[config.mk]
export PLATFORM = sky130hd
export DESIGN_NAME = wfd_master
export DESIGN_NICKNAME = d
export VERILOG_FILES = /design/src/daq_pkg.sv /design/src/wfd_pkg.sv /design/src/axis_if.sv /design/src/fill_num_fifo.sv /design/src/readout_manager.sv /design/src/rx_arbiter.sv /design/src/trigger_manager.sv /design/src/tx_router.sv /design/src/wfd_master.sv
export SDC_FILE = /design/constraint.sdc
export NUM_CORES = 1
export LEC_CHECK = 0
export BUFFER_PORTS_ARGS = -buffer_cell sky130_fd_sc_hd__buf_2
export CAP_MARGIN = 10
export CORE_UTILIZATION = 58
export CTS_CLUSTER_SIZE = 30
export DETAILED_ROUTE_END_ITERATION = 8
export PLACE_DENSITY = 0.9
export SLEW_MARGIN = 20
export SYNTH_ARGS = -nofsm -noshare
export SYNTH_HDL_FRONTEND = slang
export SYNTH_HIERARCHICAL = 1
export SYNTH_SLANG_ARGS = --single-unit
[constraint.sdc]
create_clock -name clk125 -period 4.3 [get_ports clk125]
set_clock_uncertainty 0.15 [all_clocks]
set_input_delay 0.86 -clock clk125 [delete_from_list [all_inputs] [get_ports clk125]]
set_output_delay 0.86 -clock clk125 [all_outputs]
set_load 0.02 [all_outputs]
[src/daq_pkg.sv]
// DAQ event word format, channel command opcodes and readout FSM states, imported where needed
`default_nettype none

package daq_pkg;

    localparam int daq_data_w = 64;  // width of the DAQ link word

    typedef logic [daq_data_w-1:0] daq_word_t;

    localparam logic [7:0] daq_header_tag = 8'ha5;  // top byte of every header word

    // command opcode lives in bits 31:24 of a command word
    typedef enum logic [7:0] {
        cmd_readout = 8'h01   // fill number in bits 23:0
    } chan_cmd_e;

    // readout manager FSM
    typedef enum logic [2:0] {
        idle,      // waiting on a queued fill number
        header,    // header word on the DAQ link
        send_cmd,  // readout command to the current channel
        gather,    // forward channel words until tlast
        trailer    // closing word with the count
    } readout_state_e;

endpackage

`default_nettype wire

[src/wfd_pkg.sv]
// shared widths, channel count, fill FIFO depth and stream word types, imported by the RTL modules
`default_nettype none

package wfd_pkg;

    localparam int num_chan        = 2;   // channel FPGAs on the board
    localparam int chan_id_w       = 1;   // enough bits to index num_chan
    localparam int stream_data_w   = 32;  // channel link word
    localparam int fill_num_w      = 24;  // fill counter width
    localparam int fill_fifo_depth = 4;   // power of two, pointers wrap on their own

    // channel index, also used as stream tdest
    typedef logic [chan_id_w-1:0] chan_id_t;

    // one word on a channel link
    typedef logic [stream_data_w-1:0] stream_word_t;

    typedef logic [fill_num_w-1:0] fill_num_t;  // fill number as carried to the readout side

endpackage

`default_nettype wire
[src/axis_if.sv]
// valid/ready stream bundle with master and slave modports, used between internal blocks
`timescale 1ns/1ps
`default_nettype none

interface axis_if;

    logic                  tvalid;
    logic                  tready;
    wfd_pkg::stream_word_t tdata;
    logic                  tlast;   // final word of a packet
    wfd_pkg::chan_id_t     tdest;   // channel the word goes to or came from

    modport master (output tvalid, tdata, tlast, tdest, input tready);
    modport slave  (input tvalid, tdata, tlast, tdest, output tready);

endinterface

`default_nettype wire

[src/fill_num_fifo.sv]
// small synchronous FIFO of fill numbers between the trigger manager and the readout manager
`timescale 1ns/1ps
`default_nettype none

module fill_num_fifo
    import wfd_pkg::*;
(
    input  wire        clk125,
    input  wire        rst_n,
    input  wire        push,
    input  fill_num_t  push_data,
    output logic       full,
    input  wire        pop,
    output fill_num_t  pop_data,   // head entry, valid while not empty
    output logic       empty
);

    fill_num_t                            mem [fill_fifo_depth];
    logic [$clog2(fill_fifo_depth)-1:0]   wr_ptr;
    logic [$clog2(fill_fifo_depth)-1:0]   rd_ptr;
    logic [$clog2(fill_fifo_depth+1)-1:0] count;  // entries held
    logic                                 do_push;
    logic                                 do_pop;

    assign full     = (count == fill_fifo_depth);
    assign empty    = (count == '0);
    assign do_push  = push && !full;   // push into a full FIFO is dropped
    assign do_pop   = pop && !empty;
    assign pop_data = mem[rd_ptr];

    always_ff @(posedge clk125) begin
        if (do_push) begin
            mem[wr_ptr] <= push_data;
        end
    end

    always_ff @(posedge clk125) begin
        if (!rst_n) begin
            wr_ptr <= '0;
            rd_ptr <= '0;
            count  <= '0;
        end else begin
            if (do_push) wr_ptr <= wr_ptr + 1'b1;  // wraps at depth
            if (do_pop) rd_ptr <= rd_ptr + 1'b1;
            if (do_push && !do_pop) count <= count + 1'b1;
            else if (do_pop && !do_push) count <= count - 1'b1;
        end
    end

endmodule

`default_nettype wire

[src/readout_manager.sv]
// per-fill readout: commands each channel, gathers its packet and frames one DAQ event
`timescale 1ns/1ps
`default_nettype none

module readout_manager
    import wfd_pkg::*;
    import daq_pkg::*;
(
    input  wire           clk125,
    input  wire           rst_n,
    input  wire           fifo_empty,
    output logic          fifo_pop,
    input  fill_num_t     fill_num,     // head of the fill FIFO
    axis_if.master        cmd_out,      // readout commands toward the tx router
    axis_if.slave         rx_in,        // merged channel data
    output logic          daq_valid,
    output logic          daq_header,
    output logic          daq_trailer,
    output daq_word_t     daq_data,
    input  wire           daq_ready
);

    readout_state_e state;
    fill_num_t      fill_reg;   // fill being read out
    chan_id_t       chan_sel;   // channel being served
    logic [23:0]    word_cnt;   // payload words in this event
    logic           rx_beat;
    logic           last_chan;

    assign fifo_pop  = (state == idle) && !fifo_empty;
    assign rx_beat   = (state == gather) && rx_in.tvalid && daq_ready;
    assign last_chan = (chan_sel == chan_id_t'(num_chan - 1));

    // one-word command per channel
    assign cmd_out.tvalid = (state == send_cmd);
    assign cmd_out.tdata  = {cmd_readout, fill_reg};
    assign cmd_out.tlast  = 1'b1;
    assign cmd_out.tdest  = chan_sel;

    // channel words go straight through, so DAQ back-pressure reaches the channels
    assign rx_in.tready = (state == gather) && daq_ready;

    assign daq_header  = (state == header);
    assign daq_trailer = (state == trailer);
    assign daq_valid   = daq_header || daq_trailer || ((state == gather) && rx_in.tvalid);

    always_comb begin
        case (state)
            header:  daq_data = {daq_header_tag, 32'h0, fill_reg};
            trailer: daq_data = {8'h00, word_cnt, 8'h00, fill_reg};  // count in 55:32
            gather:  daq_data = {{(8-chan_id_w){1'b0}}, rx_in.tdest, 24'h0, rx_in.tdata};
            default: daq_data = '0;
        endcase
    end

    always_ff @(posedge clk125) begin
        if (!rst_n) begin
            state <= idle;
        end else begin
            case (state)
                idle: if (!fifo_empty) state <= header;
                header: if (daq_ready) state <= send_cmd;
                send_cmd: if (cmd_out.tready) state <= gather;
                gather: begin
                    if (rx_beat && rx_in.tlast) begin
                        state <= last_chan ? trailer : send_cmd;  // next channel or close
                    end
                end
                trailer: if (daq_ready) state <= idle;
                default: state <= idle;
            endcase
        end
    end

    // event bookkeeping
    always_ff @(posedge clk125) begin
        if (fifo_pop) begin
            fill_reg <= fill_num;  // capture head as it is popped
            chan_sel <= '0;
            word_cnt <= '0;
        end else begin
            if (rx_beat) word_cnt <= word_cnt + 1'b1;
            if (rx_beat && rx_in.tlast && !last_chan) chan_sel <= chan_sel + 1'b1;
        end
    end

endmodule

`default_nettype wire

[src/rx_arbiter.sv]
// round-robin merge of the channel receive streams, locked to a packet until its tlast
`timescale 1ns/1ps
`default_nettype none

module rx_arbiter
    import wfd_pkg::*;
(
    input  wire                        clk125,
    input  wire                        rst_n,
    input  wire   [num_chan-1:0]       chan_rx_tvalid,
    input  stream_word_t [num_chan-1:0] chan_rx_tdata,
    input  wire   [num_chan-1:0]       chan_rx_tlast,
    output logic  [num_chan-1:0]       chan_rx_tready,
    axis_if.master                     merged
);

    chan_id_t grant;    // channel of the current or last packet
    logic     busy;     // packet in progress, grant locked
    chan_id_t nxt;      // round-robin candidate
    chan_id_t sel;      // channel passed through this cycle

    assign nxt = grant + chan_id_t'(1);

    // locked grant wins, otherwise the other channel gets first pick
    assign sel = busy ? grant : (chan_rx_tvalid[nxt] ? nxt : grant);

    assign merged.tvalid = chan_rx_tvalid[sel];
    assign merged.tdata  = chan_rx_tdata[sel];
    assign merged.tlast  = chan_rx_tlast[sel];
    assign merged.tdest  = sel;  // tags the source channel

    always_comb begin
        chan_rx_tready = '0;
        chan_rx_tready[sel] = merged.tready;
    end

    always_ff @(posedge clk125) begin
        if (!rst_n) begin
            grant <= chan_id_t'(num_chan - 1);  // channel 0 gets first pick
            busy  <= 1'b0;
        end else if (merged.tvalid) begin
            grant <= sel;
            busy  <= !(merged.tready && merged.tlast);  // release on accepted tlast
        end
    end

endmodule

`default_nettype wire

[src/trigger_manager.sv]
// trigger handling: gates triggers on channel done, pulses the go lines and queues a fill number
`timescale 1ns/1ps
`default_nettype none

module trigger_manager
    import wfd_pkg::*;
(
    input  wire                 clk125,
    input  wire                 rst_n,
    input  wire                 trigger,      // raw trigger request
    input  wire  [num_chan-1:0] chan_done,    // done pulses back from the channels
    input  wire                 fifo_full,
    output logic                fifo_push,
    output fill_num_t           fill_num,     // value pushed with fifo_push
    output logic [num_chan-1:0] acq_trigs     // go pulse to every channel
);

    fill_num_t           fill_cnt;   // last fill number handed out
    logic [num_chan-1:0] done_mask;  // done pulses seen since the last go
    logic                accept;

    // all channels finished and room for another fill
    assign accept    = trigger && (&done_mask) && !fifo_full;
    assign fifo_push = accept;
    assign fill_num  = fill_cnt + fill_num_t'(1);  // first fill after reset is 1

    always_ff @(posedge clk125) begin
        if (!rst_n) begin
            fill_cnt  <= '0;
            done_mask <= '1;  // channels start out idle
            acq_trigs <= '0;
        end else begin
            acq_trigs <= {num_chan{accept}};  // single cycle, one after the trigger
            if (accept) begin
                fill_cnt  <= fill_num;
                done_mask <= '0;  // wait for every channel again
            end else begin
                done_mask <= done_mask | chan_done;
            end
        end
    end

endmodule

`default_nettype wire

[src/tx_router.sv]
// shares the channel command links between host and readout commands, routed by tdest
`timescale 1ns/1ps
`default_nettype none

module tx_router
    import wfd_pkg::*;
(
    input  wire                         clk125,
    input  wire                         rst_n,
    axis_if.slave                       host_in,
    axis_if.slave                       readout_in,
    output logic  [num_chan-1:0]        chan_tx_tvalid,
    output stream_word_t [num_chan-1:0] chan_tx_tdata,
    output logic  [num_chan-1:0]        chan_tx_tlast,
    input  wire   [num_chan-1:0]        chan_tx_tready
);

    logic         grant;      // 0 host, 1 readout
    logic         busy;       // packet in progress
    logic         sel;        // source passed through this cycle
    logic         sel_valid;
    stream_word_t sel_data;
    logic         sel_last;
    chan_id_t     sel_dest;
    logic         sel_ready;  // ready of the addressed channel

    // stay on a locked source, else prefer the one not served last
    always_comb begin
        if (busy) begin
            sel = grant;
        end else if (grant) begin
            sel = host_in.tvalid ? 1'b0 : 1'b1;
        end else begin
            sel = readout_in.tvalid ? 1'b1 : 1'b0;
        end
    end

    assign sel_valid = sel ? readout_in.tvalid : host_in.tvalid;
    assign sel_data  = sel ? readout_in.tdata  : host_in.tdata;
    assign sel_last  = sel ? readout_in.tlast  : host_in.tlast;
    assign sel_dest  = sel ? readout_in.tdest  : host_in.tdest;
    assign sel_ready = chan_tx_tready[sel_dest];

    assign host_in.tready    = sel_ready && !sel;
    assign readout_in.tready = sel_ready && sel;

    // data and last fan out, valid only to the addressed channel
    always_comb begin
        chan_tx_tvalid = '0;
        chan_tx_tvalid[sel_dest] = sel_valid;
        chan_tx_tdata = {num_chan{sel_data}};
        chan_tx_tlast = {num_chan{sel_last}};
    end

    always_ff @(posedge clk125) begin
        if (!rst_n) begin
            grant <= 1'b1;  // host gets first pick
            busy  <= 1'b0;
        end else if (sel_valid) begin
            grant <= sel;
            busy  <= !(sel_ready && sel_last);  // unlock after the last word goes
        end
    end

endmodule

`default_nettype wire

[src/wfd_master.sv]
// master board data path top: trigger, fill queue, readout and the two link arbiters
`timescale 1ns/1ps
`default_nettype none

module wfd_master
    import wfd_pkg::*;
    import daq_pkg::*;
(
    input  wire                         clk125,
    input  wire                         rst_n,
    input  wire                         trigger,
    input  wire   [num_chan-1:0]        chan_done,
    output logic  [num_chan-1:0]        acq_trigs,
    input  wire                         host_tvalid,     // host command stream
    input  stream_word_t                host_tdata,
    input  chan_id_t                    host_tdest,
    input  wire                         host_tlast,
    output logic                        host_tready,
    output logic  [num_chan-1:0]        chan_tx_tvalid,  // command links to the channels
    output stream_word_t [num_chan-1:0] chan_tx_tdata,
    output logic  [num_chan-1:0]        chan_tx_tlast,
    input  wire   [num_chan-1:0]        chan_tx_tready,
    input  wire   [num_chan-1:0]        chan_rx_tvalid,  // data links from the channels
    input  stream_word_t [num_chan-1:0] chan_rx_tdata,
    input  wire   [num_chan-1:0]        chan_rx_tlast,
    output logic  [num_chan-1:0]        chan_rx_tready,
    output logic                        daq_valid,       // DAQ event stream
    output logic                        daq_header,
    output logic                        daq_trailer,
    output daq_word_t                   daq_data,
    input  wire                         daq_ready
);

    logic      fifo_push;
    logic      fifo_pop;
    logic      fifo_full;
    logic      fifo_empty;
    fill_num_t tm_fill_num;    // trigger manager to FIFO
    fill_num_t head_fill_num;  // FIFO to readout manager

    axis_if rx_merged ();
    axis_if readout_cmd ();
    axis_if host_cmd ();

    assign host_cmd.tvalid = host_tvalid;
    assign host_cmd.tdata  = host_tdata;
    assign host_cmd.tdest  = host_tdest;
    assign host_cmd.tlast  = host_tlast;
    assign host_tready     = host_cmd.tready;

    trigger_manager i_trigger_manager (
        .clk125(clk125), .rst_n(rst_n), .trigger(trigger), .chan_done(chan_done),
        .fifo_full(fifo_full), .fifo_push(fifo_push), .fill_num(tm_fill_num),
        .acq_trigs(acq_trigs)
    );

    fill_num_fifo i_fill_num_fifo (
        .clk125(clk125), .rst_n(rst_n), .push(fifo_push), .push_data(tm_fill_num),
        .full(fifo_full), .pop(fifo_pop), .pop_data(head_fill_num), .empty(fifo_empty)
    );

    readout_manager i_readout_manager (
        .clk125(clk125), .rst_n(rst_n), .fifo_empty(fifo_empty), .fifo_pop(fifo_pop),
        .fill_num(head_fill_num), .cmd_out(readout_cmd.master), .rx_in(rx_merged.slave),
        .daq_valid(daq_valid), .daq_header(daq_header), .daq_trailer(daq_trailer),
        .daq_data(daq_data), .daq_ready(daq_ready)
    );

    rx_arbiter i_rx_arbiter (
        .clk125(clk125), .rst_n(rst_n), .chan_rx_tvalid(chan_rx_tvalid),
        .chan_rx_tdata(chan_rx_tdata), .chan_rx_tlast(chan_rx_tlast),
        .chan_rx_tready(chan_rx_tready), .merged(rx_merged.master)
    );

    tx_router i_tx_router (
        .clk125(clk125), .rst_n(rst_n), .host_in(host_cmd.slave),
        .readout_in(readout_cmd.slave), .chan_tx_tvalid(chan_tx_tvalid),
        .chan_tx_tdata(chan_tx_tdata), .chan_tx_tlast(chan_tx_tlast),
        .chan_tx_tready(chan_tx_tready)
    );

endmodule

`default_nettype wire

==> metrics.md <==
| Metric | Value |
|---|---|
| Initial antenna violation count | `1` |
| Post-synth top flop | `edfxtp_1` |
| Fraction of layout cells with a size suffix above 1 | `0.3917` |
| Final WL | `24360 um` |
| Sequential power share | `0.420` |
| LEAKAGE | `4.628 nW` |
| Crit end category | `output port` |
| Netlist cell types | `71` |
| Average instance area after synthesis | `12.27 um^2` |
| Type of origin of the critical path | `flip-flop` |
| Kind of critical path | `reg2out` |
| Final GP Congestion | `0.8331` |
| CP Max Fanout | `23` |
| # rows | `47` |
| HP Class | `reg2reg` |
| Top reg by flops | `i_fill_num_fifo/mem` |
| Largest net degree at the start of global routing | `48` |
| Post-synth top area cell | `edfxtp_1` |
| Post-CTS Setup Inserts | `0` |
| Final Slew Violations | `0` |
| Die area | `0.01771 mm^2` |
| Relative slew margins | `0.5002` |
| PortBufs | `246` |
| Peak supply drop | `0.3616 mV` |
| Sw power | `2.114 mW` |
| Max H-tree Level | `4` |
| Most common cell after layout, fill and taps aside | `buf_2` |
| Yosys reg bits | `188` |
| DR vias/cell | `5.913` |
| Critical Path RT | `3.29 ns` |
| Post-route clock period utilization | `0.8089` |
| Fmax | `0.2875 GHz` |
| Total power | `5.972 mW` |
| TritonCTS clock tree | `yes` |
| Status | `finished clean` |
| Clock sink total | `188` |
| Die width | `133.1 um` |
| Final min period | `3.478 ns` |
| Clock-pin slew on the worst setup and hold paths | `0.07 ns` |
| Synthesis Warnings | `6` |
| Total global routing overflow | `0` |
| Post-route cell area | `0.01148 mm^2` |
| Most frequent cells in the layout | `246 x buf_2, 120 x edfxtp_1, 67 x dfxtp_1, 46 x and2_1` |
| DP HPWL | `16860 um` |
| Max reg flops | `96` |
| Setup TNS | `0 ns` |
| I/O pins | `251` |
| Initial DRC Count | `638` |
| Area growth syn-to-layout | `15.18%` |
| Post-Place Cells | `1204` |
| DR vias | `7314` |
| Slew @ Worst Pin | `0.7489 ns` |
| Clock power frac | `0.248` |
| First-pass DRT Iterations | `5` |
| Drt drc | `0` |
| Sw Share | `0.3540` |
| Vias in the first global route | `6872` |
| Num CTS Buffers | `17` |
| Final Hold Viols | `0` |
| RSZ-0062 raised after global routing | `no` |
| Gate Count Post-Synth | `812` |
| Starting Density | `0.5967` |
| Max_cap viols | `0` |
| Worst-case clock buffer depth | `2` |
| Core footprint | `0.01670 mm^2` |
| First-pass GRT wire length | `37720 um` |
| Critical Path AT | `2.47 ns` |
| Clock Latency Late Sink | `0.43 ns` |
| Hold buffer count at CTS | `0` |
| Avg WL per Cell | `19.69 um` |
| Pwr Density | `520.3 mW/mm^2` |
| Setup-failing EPs final | `0` |
| Final net count | `1122` |
| Fill cell count | `1164` |
| CTS resizes | `0` |
| Post-DP Area | `0.01092 mm^2` |
| Comb pwr share | `0.333` |
| Top-area cell type share of the netlist area | `0.3616` |
| Gr usage total | `0.2786` |
| Fin cells | `1237` |
| Die span in y | `133.1 um` |
| Clock root cell | `clkbuf_16` |
| Cell Area, Synth | `0.009966 mm^2` |
| Final core occ | `0.6873` |
| Seq/Total Area, Yosys | `0.4982` |
| Async set-or-reset flop fraction in the synthesized netlist | `0` |
| Detail Route Antenna Nets | `0` |
| Top post-synthesis cells by area | `edfxtp_1 36%, dfxtp_1 14%, mux4_2 5.4%` |
| Internal Power | `3.858 mW` |
| EDFF count, synth | `120` |
## cell families (layout without fill, tap and decap cells)
family / count (synthesis) / after routing / synth area share
AOI/OAI and AO/OA: 112 / 112 / 0.07885
xor gates and xnor gates: 42 / 42 / 0.03691
adders and majority gates: 8 / 8 / 0.01080
buffers and inverters: 115 / 308 / 0.07746
DFF: 188 / 188 / 0.4982
muxes: 98 / 98 / 0.1465
other: 2 / 14 / 0.0007536
and+or+nand+nor: 247 / 247 / 0.1505
## final timing paths
path / startpoint / endpoint / slack, ns / cells after the start
max: i_readout_manager/state[1]$_SDFFE_PN0P_ / chan_tx_tvalid[0] / 0.82 / 8
min: i_readout_manager/word_cnt[23]$_SDFFE_PP0N_ / i_readout_manager/word_cnt[23]$_SDFFE_PP0N_ / 0.33 / 2
max reg2reg: i_fill_num_fifo/count[0]$_SDFFE_PN0P_ / i_fill_num_fifo/count[2]$_SDFFE_PN0P_ / 0.90 / 10
min reg2reg: i_readout_manager/word_cnt[23]$_SDFFE_PP0N_ / i_readout_manager/word_cnt[23]$_SDFFE_PP0N_ / 0.33 / 2
## cell type report
cell class,instances,area (um^2),area share
flip-flops and latches,188,4966,0.4326
multi-input cells,520,4275,0.3725
repair buffers,263,1359,0.1184
clock buffers,19,432.9,0.03772
well taps,220,275.3,0.02398
clock inverters,13,118.9,0.01036
inverters,13,48.80,0.004251
diodes,1,2.502,0.0002180
## cells in the mapped netlist (3+ instances only)
cell type    n
nand2b_1     5
nor3_1      15
and3_1       4
ha_1         7
mux2_4      26
nor2b_1      6
buf_4       53
nor3b_2      4
and4_1       9
nor3b_1      4
mux2_2      35
nand4_1     19
inv_1       13
mux2_1       4
o31ai_1     15
dfxtp_1     68
and2_1      46
buf_2       13
nand3_1     21
or3_1        9
mux4_2      24
edfxtp_1   120
nor4_1       4
xnor2_1     18
o211ai_1     3
a31oi_1      5
xor2_1      24
buf_6       12
nand2_1     35
nor2_1      28
a21oi_1     34
mux2i_1      9
or4_1       20
o21ai_0     14
clkbuf_1    19
a22o_1      24
## through the flow
| step | setup slack (ns) | hold slack [ns] |
|---|---|---|
| 3_5_place_dp | 0.8567 | 0.3267 |
| 2_1_floorplan | 1.183 | 0.2969 |
| 6_report | 0.8218 | 0.3308 |
| 5_1_grt | 0.6675 | 0.3608 |
| 4_1_cts | 0.7938 | 0.3355 |
| 3_3_place_gp | 0.9514 | 0.3105 |
## critical path, cell delays in order, from the launching register on
cell,delay [ns]
dfxtp_1,0.53
nor3b_1,0.24
buf_4,0.18
nor3b_2,0.23
a21oi_4,0.04
buf_4,0.25
mux2i_1,0.17
a21oi_1,0.20
buf_2,0.20
## layer usage
layer / vias up / global-route usage / wire length [um]
met5: - / 0 / 0
met4: 0 / 0.09898 / 486
met3: 38 / 0.04368 / 1599
met2: 372 / 0.4753 / 12540
met1: 3532 / 0.3599 / 9730
li1: 3372 / - / -
## power groups by stage
stage               Clock (mW)  Combinational [mW]  Sequential (mW)
global route              1.57                2.10             2.54
detailed placement           0                1.97             2.53
global placement             0                1.91             2.51
CTS                       1.50                1.99             2.51
floorplan                    0                1.67             2.38
finish                    1.48                1.99             2.51
Note: power is estimated with default switching activity, not from simulation.
